<file path="src/logic/cpu_consts.svh">
`ifndef CPU_CONSTS_SVH
`define CPU_CONSTS_SVH

// ========================================
// Datapath widths
// ========================================

// Data, address and instruction width
`define WORD_W 16
// Register select width
`define SEL_W 4
// ALU op code width
`define OP_W 4

// Reserved registers, hardwired in the register file
`define REG_ZERO 4'd0
`define REG_ONES 4'd1

// ALU op codes, in encoding order
`define ALU_ADD 4'd0
`define ALU_SUB 4'd1
`define ALU_AND 4'd2
`define ALU_OR 4'd3
`define ALU_XOR 4'd4
`define ALU_POPC 4'd5

// ========================================
// Instruction fields
// ========================================

// Class bits
`define OPC_TOP 15
`define OPC_MEM 14
`define OPC_ALU 13
// Function field, also rd of load-immediate
`define FN_HI 11
`define FN_LO 8
// Register fields
`define RD_HI 7
`define RD_LO 4
`define RS_HI 3
`define RS_LO 0
// Immediate of load-immediate
`define IMM_HI 7
`define IMM_LO 0

`endif

</file>
<file path="src/logic/cpu_pkg.sv">
`include "cpu_consts.svh"

package cpu_pkg;

	// ========================================
	// Datapath types
	// ========================================

	// Instruction, address or data word
	typedef logic [`WORD_W-1:0] word_t;

	// Register number, R0 and R1 are constants
	typedef logic [`SEL_W-1:0] reg_sel_t;

	// ALU operation code from the function field
	typedef logic [`OP_W-1:0] alu_op_t;

	// ========================================
	// Control types
	// ========================================

	// Fetch runs until a halt reaches the instruction register
	typedef enum logic {
		RUN,
		HALTED
	} fetch_state_t;

endpackage

</file>
<file path="src/logic/issue_bus.sv">
`timescale 1ns/1ns

// One decoded instruction per cycle, decode to execute
// No back-pressure, all enables low is a bubble
interface issue_bus
	import cpu_pkg::*;
();

	// ALU operation
	logic alu_en;
	alu_op_t alu_op;

	// Data memory access
	logic mem_ld;
	logic mem_st;

	// Register writeback target
	logic wb_en;
	reg_sel_t rd_sel;

	// Operands, rd_val carries the immediate for load-immediate
	word_t rd_val;
	word_t rs_val;

	// Decode side
	modport producer (
		output alu_en,
		output alu_op,
		output mem_ld,
		output mem_st,
		output wb_en,
		output rd_sel,
		output rd_val,
		output rs_val
	);

	// Execute side
	modport consumer (
		input alu_en,
		input alu_op,
		input mem_ld,
		input mem_st,
		input wb_en,
		input rd_sel,
		input rd_val,
		input rs_val
	);

endinterface

</file>
<file path="src/logic/alu.sv">
`timescale 1ns/1ns
`include "cpu_consts.svh"

module alu
	import cpu_pkg::*;
(
	input word_t x,
	input word_t y,
	input alu_op_t op,
	output word_t z
);

	// Number of ones in a word
	function automatic word_t popcount(input word_t w);
		word_t cnt;
		cnt = '0;
		for (int i = 0; i < `WORD_W; i++)
			cnt = cnt + word_t'(w[i]);
		return cnt;
	endfunction

	// x is rd, y is rs
	always_comb begin
		case (op)
			`ALU_ADD: z = x + y;
			`ALU_SUB: z = x - y;
			`ALU_AND: z = x & y;
			`ALU_OR: z = x | y;
			`ALU_XOR: z = x ^ y;
			// Counts rs only
			`ALU_POPC: z = popcount(y);
			// Unused codes
			default: z = '0;
		endcase
	end

endmodule

</file>
<file path="src/logic/fetch_unit.sv">
`timescale 1ns/1ns
`include "cpu_consts.svh"

module fetch_unit
	import cpu_pkg::*;
(
	input logic clk,
	input logic reset,
	input word_t code_mem_data,
	output word_t code_mem_addr,
	output word_t instr,
	output logic halt
);

	// Program counter and instruction register
	word_t pc;
	word_t ir;

	fetch_state_t state;

	// Halt word sitting in the instruction register
	logic is_halt;

	// Bits 15 to 9 clear, bit 8 set
	assign is_halt = ~|ir[`OPC_TOP:`FN_LO + 1] & ir[`FN_LO];

	// ========================================
	// PC, IR and halt FSM
	// ========================================

	always_ff @(posedge clk) begin
		if (reset) begin
			pc <= '0;
			ir <= '0;
			state <= RUN;
		end else begin
			case (state)
				RUN: begin
					// Halt in IR stops the PC, so the next word is never fetched
					if (is_halt) begin
						state <= HALTED;
					end else begin
						pc <= pc + word_t'(1);
						ir <= code_mem_data;
					end
				end
				// Frozen until reset
				default: state <= HALTED;
			endcase
		end
	end

	assign code_mem_addr = pc;
	assign instr = ir;
	assign halt = (state == HALTED);

	// PC stays at halt address plus one once halted
	pc_frozen_on_halt: assert property (@(posedge clk) disable iff (reset)
		halt |=> (pc == $past(pc)));

endmodule

</file>
<file path="src/logic/instr_decode.sv">
`timescale 1ns/1ns
`include "cpu_consts.svh"

module instr_decode
	import cpu_pkg::*;
(
	input word_t instr,
	output reg_sel_t rs_sel,
	output reg_sel_t rd_sel,
	input word_t rs_file,
	input word_t rd_file,
	input logic wb_en,
	input reg_sel_t wb_sel,
	input word_t wb_val,
	issue_bus.producer issue
);

	// Instruction classes
	logic is_alu;
	logic is_mem;
	logic is_ld;
	logic is_st;
	logic is_li;

	// Register values after forwarding
	word_t rs_fwd;
	word_t rd_fwd;

	// Sign-extended immediate
	word_t imm_val;

	// ========================================
	// Opcode decode
	// ========================================

	assign is_alu = ~instr[`OPC_TOP] & instr[`OPC_ALU];
	assign is_mem = ~instr[`OPC_TOP] & instr[`OPC_MEM];

	// Load has an all-zero function field
	assign is_ld = is_mem & ~|instr[`FN_HI:`FN_LO];

	// Store sets only the low function bit
	assign is_st = is_mem & ~|instr[`FN_HI:`FN_LO + 1] & instr[`FN_LO];

	assign is_li = instr[`OPC_TOP] & instr[`OPC_MEM];

	// Halt and unknown words leave every enable low
	assign issue.alu_en = is_alu;
	assign issue.alu_op = instr[`FN_HI:`FN_LO];
	assign issue.mem_ld = is_ld;
	assign issue.mem_st = is_st;
	assign issue.wb_en = is_alu | is_ld | is_li;

	// ========================================
	// Register selects
	// ========================================

	assign rs_sel = instr[`RS_HI:`RS_LO];

	// Load-immediate keeps rd in the function field
	assign rd_sel = is_li ? instr[`FN_HI:`FN_LO] : instr[`RD_HI:`RD_LO];

	assign issue.rd_sel = rd_sel;

	// ========================================
	// Operands
	// ========================================

	// Result written back this cycle bypasses the register file
	// wb_en is already masked for R0 and R1
	assign rs_fwd = (wb_en && wb_sel == rs_sel) ? wb_val : rs_file;
	assign rd_fwd = (wb_en && wb_sel == rd_sel) ? wb_val : rd_file;

	assign imm_val = {{(`WORD_W - `IMM_HI - 1){instr[`IMM_HI]}}, instr[`IMM_HI:`IMM_LO]};

	// Immediate travels in the rd slot
	assign issue.rd_val = is_li ? imm_val : rd_fwd;
	assign issue.rs_val = rs_fwd;

endmodule

</file>
<file path="src/logic/register_file.sv">
`timescale 1ns/1ns
`include "cpu_consts.svh"

module register_file
	import cpu_pkg::*;
(
	input logic clk,
	input reg_sel_t rs_sel,
	input reg_sel_t rd_sel,
	output word_t rs_file,
	output word_t rd_file,
	input logic wb_en,
	input reg_sel_t wb_sel,
	input word_t wb_val
);

	// Only R2 to R15 have storage
	word_t regs [2:15];

	// R0 reads zero, R1 reads all ones
	function automatic word_t read_reg(input reg_sel_t sel);
		if (sel == `REG_ZERO)
			return '0;
		else if (sel == `REG_ONES)
			return '1;
		else
			return regs[sel];
	endfunction

	assign rs_file = read_reg(rs_sel);
	assign rd_file = read_reg(rd_sel);

	always_ff @(posedge clk) begin
		if (wb_en)
			regs[wb_sel] <= wb_val;
	end

	// Execute drops writes to the constant registers
	no_const_write: assert property (@(posedge clk)
		wb_en |-> (wb_sel != `REG_ZERO && wb_sel != `REG_ONES));

endmodule

</file>
<file path="src/logic/execute_unit.sv">
`timescale 1ns/1ns
`include "cpu_consts.svh"

module execute_unit
	import cpu_pkg::*;
(
	input logic clk,
	input logic reset,
	issue_bus.consumer issue,
	output logic data_mem_write,
	output word_t data_mem_addr,
	output word_t data_mem_in,
	input word_t data_mem_out,
	output logic wb_en,
	output reg_sel_t wb_sel,
	output word_t wb_val
);

	// Stage register, control part
	logic ex_alu_en;
	alu_op_t ex_alu_op;
	logic ex_mem_ld;
	logic ex_mem_st;
	logic ex_wb_en;

	// Stage register, payload part
	reg_sel_t ex_rd_sel;
	word_t ex_rd_val;
	word_t ex_rs_val;

	word_t alu_z;

	// ========================================
	// Decode to execute stage register
	// ========================================

	// Cleared to a bubble on reset
	always_ff @(posedge clk) begin
		if (reset) begin
			ex_alu_en <= 1'b0;
			ex_alu_op <= '0;
			ex_mem_ld <= 1'b0;
			ex_mem_st <= 1'b0;
			ex_wb_en <= 1'b0;
		end else begin
			ex_alu_en <= issue.alu_en;
			ex_alu_op <= issue.alu_op;
			ex_mem_ld <= issue.mem_ld;
			ex_mem_st <= issue.mem_st;
			ex_wb_en <= issue.wb_en;
		end
	end

	always_ff @(posedge clk) begin
		ex_rd_sel <= issue.rd_sel;
		ex_rd_val <= issue.rd_val;
		ex_rs_val <= issue.rs_val;
	end

	// Result is rd op rs
	alu u_alu (
		.x(ex_rd_val),
		.y(ex_rs_val),
		.op(ex_alu_op),
		.z(alu_z)
	);

	// Store addresses by rd, load by rs
	assign data_mem_write = ex_mem_st;
	assign data_mem_addr = ex_mem_st ? ex_rd_val : ex_rs_val;
	assign data_mem_in = ex_rs_val;

	// ========================================
	// Writeback
	// ========================================

	// Load data wins, then ALU, else rd_val (immediate)
	assign wb_val = ex_mem_ld ? data_mem_out : (ex_alu_en ? alu_z : ex_rd_val);
	assign wb_sel = ex_rd_sel;

	// R0 and R1 are never written
	assign wb_en = ex_wb_en && ex_rd_sel != `REG_ZERO && ex_rd_sel != `REG_ONES;

	// Decode never issues both accesses at once
	one_mem_access: assert property (@(posedge clk) disable iff (reset)
		!(ex_mem_ld && ex_mem_st));

endmodule

</file>
<file path="src/logic/cpu_top.sv">
`timescale 1ns/1ns

module cpu_top
	import cpu_pkg::*;
(
	input logic clk,
	input logic reset,
	output word_t code_mem_addr,
	input word_t code_mem_data,
	output logic data_mem_write,
	output word_t data_mem_addr,
	output word_t data_mem_in,
	input word_t data_mem_out,
	output logic halt
);

	// Fetch to decode
	word_t instr;

	// Register file read ports
	reg_sel_t rs_sel;
	reg_sel_t rd_sel;
	word_t rs_file;
	word_t rd_file;

	// Writeback, also the forward path into decode
	logic wb_en;
	reg_sel_t wb_sel;
	word_t wb_val;

	// Decode to execute
	issue_bus issue_if ();

	fetch_unit u_fetch (
		.clk(clk),
		.reset(reset),
		.code_mem_data(code_mem_data),
		.code_mem_addr(code_mem_addr),
		.instr(instr),
		.halt(halt)
	);

	instr_decode u_decode (
		.instr(instr),
		.rs_sel(rs_sel),
		.rd_sel(rd_sel),
		.rs_file(rs_file),
		.rd_file(rd_file),
		.wb_en(wb_en),
		.wb_sel(wb_sel),
		.wb_val(wb_val),
		.issue(issue_if.producer)
	);

	register_file u_regs (
		.clk(clk),
		.rs_sel(rs_sel),
		.rd_sel(rd_sel),
		.rs_file(rs_file),
		.rd_file(rd_file),
		.wb_en(wb_en),
		.wb_sel(wb_sel),
		.wb_val(wb_val)
	);

	execute_unit u_exec (
		.clk(clk),
		.reset(reset),
		.issue(issue_if.consumer),
		.data_mem_write(data_mem_write),
		.data_mem_addr(data_mem_addr),
		.data_mem_in(data_mem_in),
		.data_mem_out(data_mem_out),
		.wb_en(wb_en),
		.wb_sel(wb_sel),
		.wb_val(wb_val)
	);

endmodule

</file>
<file path="config.mk">
export PLATFORM = sky130hd
export DESIGN_NAME = cpu_top
export DESIGN_NICKNAME = d
export VERILOG_FILES = /design/src/logic/cpu_pkg.sv /design/src/logic/issue_bus.sv /design/src/logic/alu.sv /design/src/logic/fetch_unit.sv /design/src/logic/instr_decode.sv /design/src/logic/register_file.sv /design/src/logic/execute_unit.sv /design/src/logic/cpu_top.sv
export VERILOG_INCLUDE_DIRS = /design/src /design/src/logic
export SDC_FILE = /design/constraint.sdc
export NUM_CORES = 1
export LEC_CHECK = 0
export BUFFER_PORTS_ARGS = -buffer_cell sky130_fd_sc_hd__buf_4
export CORE_MARGIN = 2
export CORE_UTILIZATION = 50
export DETAILED_ROUTE_END_ITERATION = 7
export GPL_TIMING_DRIVEN = 0
export PLACE_DENSITY = 0.69
export SYNTH_ARGS = -nofsm -noshare
export SYNTH_HDL_FRONTEND = slang
export SYNTH_SLANG_ARGS = --single-unit
export TNS_END_PERCENT = 50
</file>
<file path="constraint.sdc">
create_clock -name clk -period 5.5 [get_ports clk]
set_input_delay 1.1 -clock clk [delete_from_list [all_inputs] [get_ports clk]]
set_output_delay 1.1 -clock clk [all_outputs]
set_load 0.03 [all_outputs]
</file>
==> metrics.txt <==
run status finished with violations; violations in the final reports DRC; post-route core utilization 58.8%; number of DRC markers after the initial detailed-route iteration 1,722; top flip-flop cell by instance count after synthesis sky130_fd_sc_hd__edfxtp_1; category of the worst setup path launch point register; net count after synthesis 1,513; count of input and output buffers 83; count of vias placed by the detailed router 13,100; worst clock skew on the final layout 0.0219 ns; First-pass DRT Iterations 8; worst r2r dst u_exec.ex_rd_val[4]; deepest clock path buffer count 3; origin of the worst setup path u_exec.data_mem_in[13]; vias per cell 6.50; Die Footprint 34,700 um^2; worst hold start u_fetch.instr[12]; post-synthesis instance total 1,414; starting density of the core 50.9%; number of nets in the final layout 1,650; setup violation total in the final timing report 0; Yosys warning total 0; Critical Setup Path Class reg -> reg; WHS Endpoint u_fetch.instr[12]; root cell of the clock tree sky130_fd_sc_hd__clkbuf_16; Worst-Skew Late Latency 0.52 ns; Total Wirelength 53.2 mm; growth of design area from synthesis to finish 15.6%; worst hold path class reg -> reg; Pins Over Slew Limit 0; min cycle time layout 5.24 ns; proportion of layout cells with a drive suffix above 1 20.4%; Slew @ Worst Pin 1.30 ns; RSZ-0062 raised after global routing no; TritonCTS buffer count 34; area of the core 32,600 um^2; Peak Freq 191 MHz; TritonCTS clock tree yes; remaining number of nets flagged by the antenna check after routing 0; worst path required time 5.89 ns; count of endpoints failing hold in the final timing report 0; synth unique cells 81; Worst Hold Depth 2; cts hold-fix bufs 0; critical path fanouts, max 5; routed length per placed instance 26.4 um; static power due to leakage 0.00704 uW; post-CTS setup buffers 0; Post-Synthesis Cell Area 16,600 um^2; cell seen most often among critical-path stages sky130_fd_sc_hd__fa_1; worst supply voltage drop on vdd 0.303 mV; placed wire-length estimate 38.2 mm; TritonCTS Sinks 305; syn avg cell area 11.7 um^2; vias in the first global route 12,600; async set-reset flop share out of synthesis 0%; Site Rows 66; critical path data arrival time 5.63 ns; count of instances resized after the clock tree is built 0; count of H-tree levels built during CTS 2; post-synthesis sequential element count 305; sequential cell area fraction in the yosys report 50.3%; number of enable-type register cells in the synthesized netlist 224; pin count of the biggest net entering global routing 17; Period Utilization, post-route 95.3%; height of the die 186 um; floorplan die width 186 um; type of element capturing the critical path register; startpoint of the worst register-to-register path u_exec.data_mem_in[13]; overall global routing resource usage 31.0%; post-route DRC violation count 1; Slowest cell on crit path sky130_fd_sc_hd__fa_1; post-route worst hold slack 0.460 ns; GRT Residual Overflow 0; Reg clk slew, reported paths 0.06 ns; power density relative to cell area 372 nW/um^2; chain of cells forming the critical path inv_1, fa_1, fa_1, fa_1, fa_1, inv_1, ha_1, fa_1, a21o_1, nand3_1, nand4_1, o221ai_1, o21ai_0, a31oi_1, nor2_1; number of antenna violations at the first check in global routing 0; max-cap violations 0; path depth of the worst reg2reg path 15; global-route wire length before repair 78.3 mm; RePlAce Congestion 0.977; final antenna diode count 0; I/O pin total 84; worst setup slack for register-to-register paths 0.26 ns; headroom to the max-slew limit 13.2%; slowest stage delay, CP 0.55 ns
## registers in the layout, indices dropped and copies added, names as in the netlist, named ones only
name                   flops
u_regs.regs              224
u_exec.data_mem_in        16
u_exec.ex_rd_val          16
u_fetch.code_mem_addr     16
u_fetch.instr             16
u_exec.ex_alu_op           4
u_exec.wb_sel              4
u_exec.data_mem_write      1
u_exec.ex_alu_en           1
u_exec.ex_mem_ld           1
u_exec.ex_wb_en            1
u_fetch.halt               1
## critical path, delay by kind of cell, from the launching register on
kind	cells	cell delay, ns
adders and majority gates	6	2.68
AOI/OAI and AO/OA	4	1.38
DFF	1	0.49
and+or+nand+nor	3	0.31
buffers and inverters	2	0.25
## cells by family (layout without fill, tap and decap cells)
family	count (synthesis)	in the layout	share of synthesized area, %
fa+ha+maj	65	65	5.40
mux	149	149	14.8
flops	305	305	50.3
buf+inv	154	315	4.26
simple gates	394	394	10.8
compound gates	307	307	12.3
xor+xnor	40	40	2.11
## synthesized netlist by cell type, types with 13 or more instances
cell                       count  area (um^2)
sky130_fd_sc_hd__edfxtp_1    224         6730
sky130_fd_sc_hd__nand2_1     183          687
sky130_fd_sc_hd__dfxtp_1      81         1620
sky130_fd_sc_hd__nor2_1       79          297
sky130_fd_sc_hd__mux4_2       74         1670
sky130_fd_sc_hd__a21oi_1      70          350
sky130_fd_sc_hd__inv_1        62          233
sky130_fd_sc_hd__o21ai_0      62          310
sky130_fd_sc_hd__ha_1         54          676
sky130_fd_sc_hd__clkbuf_1     46          173
sky130_fd_sc_hd__mux2i_1      42          420
sky130_fd_sc_hd__nand3_1      37          185
sky130_fd_sc_hd__mux2_2       33          372
sky130_fd_sc_hd__xnor2_1      27          236
sky130_fd_sc_hd__a31oi_1      24          150
sky130_fd_sc_hd__buf_2        23          115
sky130_fd_sc_hd__nor3_1       18         90.1
sky130_fd_sc_hd__a21o_1       17          128
sky130_fd_sc_hd__nand4_1      15         93.8
sky130_fd_sc_hd__a22oi_1      14          105
sky130_fd_sc_hd__and3_1       14         87.6
sky130_fd_sc_hd__o22ai_1      14         87.6
sky130_fd_sc_hd__xor2_1       13          114
## power breakdown
group	switching (uW)	internal [uW]
combinational	1310	790
clock	898	1320
sequential	122	2710
## cell usage in the layout (no fill, tap or decap), types with 23 or more instances in the layout
| master | Yosys | layout |
|---|---|---|
| sky130_fd_sc_hd__edfxtp_1 | 224 | 224 |
| sky130_fd_sc_hd__nand2_1 | 183 | 183 |
| sky130_fd_sc_hd__buf_4 | 8 | 94 |
| sky130_fd_sc_hd__dfxtp_1 | 81 | 81 |
| sky130_fd_sc_hd__mux4_2 | 74 | 74 |
| sky130_fd_sc_hd__a21oi_1 | 70 | 69 |
| sky130_fd_sc_hd__nor2_1 | 79 | 68 |
| sky130_fd_sc_hd__inv_1 | 62 | 62 |
| sky130_fd_sc_hd__o21ai_0 | 62 | 60 |
| sky130_fd_sc_hd__clkbuf_1 | 46 | 54 |
| sky130_fd_sc_hd__ha_1 | 54 | 54 |
| sky130_fd_sc_hd__mux2i_1 | 42 | 42 |
| sky130_fd_sc_hd__nand3_1 | 37 | 37 |
| sky130_fd_sc_hd__clkbuf_16 | 0 | 35 |
| sky130_fd_sc_hd__mux2_2 | 33 | 33 |
| sky130_fd_sc_hd__xnor2_1 | 27 | 27 |
| sky130_fd_sc_hd__buf_2 | 23 | 23 |
| sky130_fd_sc_hd__a31oi_1 | 24 | 23 |
## cell type report
type	count	area, um^2
fillers	2621	13400
plain buffers	89	450
inverters	65	256
flip-flops and latches	305	8350
repair buffers	101	915
well taps	442	553
multi-input cells	955	7600
clock inverters	16	150
clock buffers	44	920
## metal layers
layer	up-vias	global-route usage (%)	wire, um
met1	6368	40.5	20100
met4	0	16.1	3000
met5	-	0	0
met3	199	8.18	6510
met2	905	47.7	23600
li1	5639	-	-
## worst max path at each step
stage,endpoint,slack (ns)
floorplan,u_exec.ex_rd_val[1],0.51
global placement,u_regs.regs[4][1],-0.44
detailed placement,u_regs.regs[6][14],0.28
CTS,u_regs.regs[13][14],0.32
global route,u_regs.regs[10][4],0.19
finish,u_exec.ex_rd_val[4],0.26
## through the flow
| stage | cells | total power [uW] | instance area [um^2] | worst slack [ns] | TNS [ns] |
|---|---|---|---|---|---|
| after detailed placement | 1957 | 4930 | 18100 | 0.279 | 0 |
| final | 2017 | 7140 | 19200 | 0.257 | 0 |
| after global placement | 1939 | 4860 | 17800 | -0.437 | -11.13 |
| after floorplan | 1414 | 4250 | 16600 | 0.508 | 0 |
| after CTS | 2017 | 7120 | 19200 | 0.319 | 0 |
| after global routing | 2017 | 7440 | 19200 | 0.193 | 0 |
(Power assumes the default switching activity.)
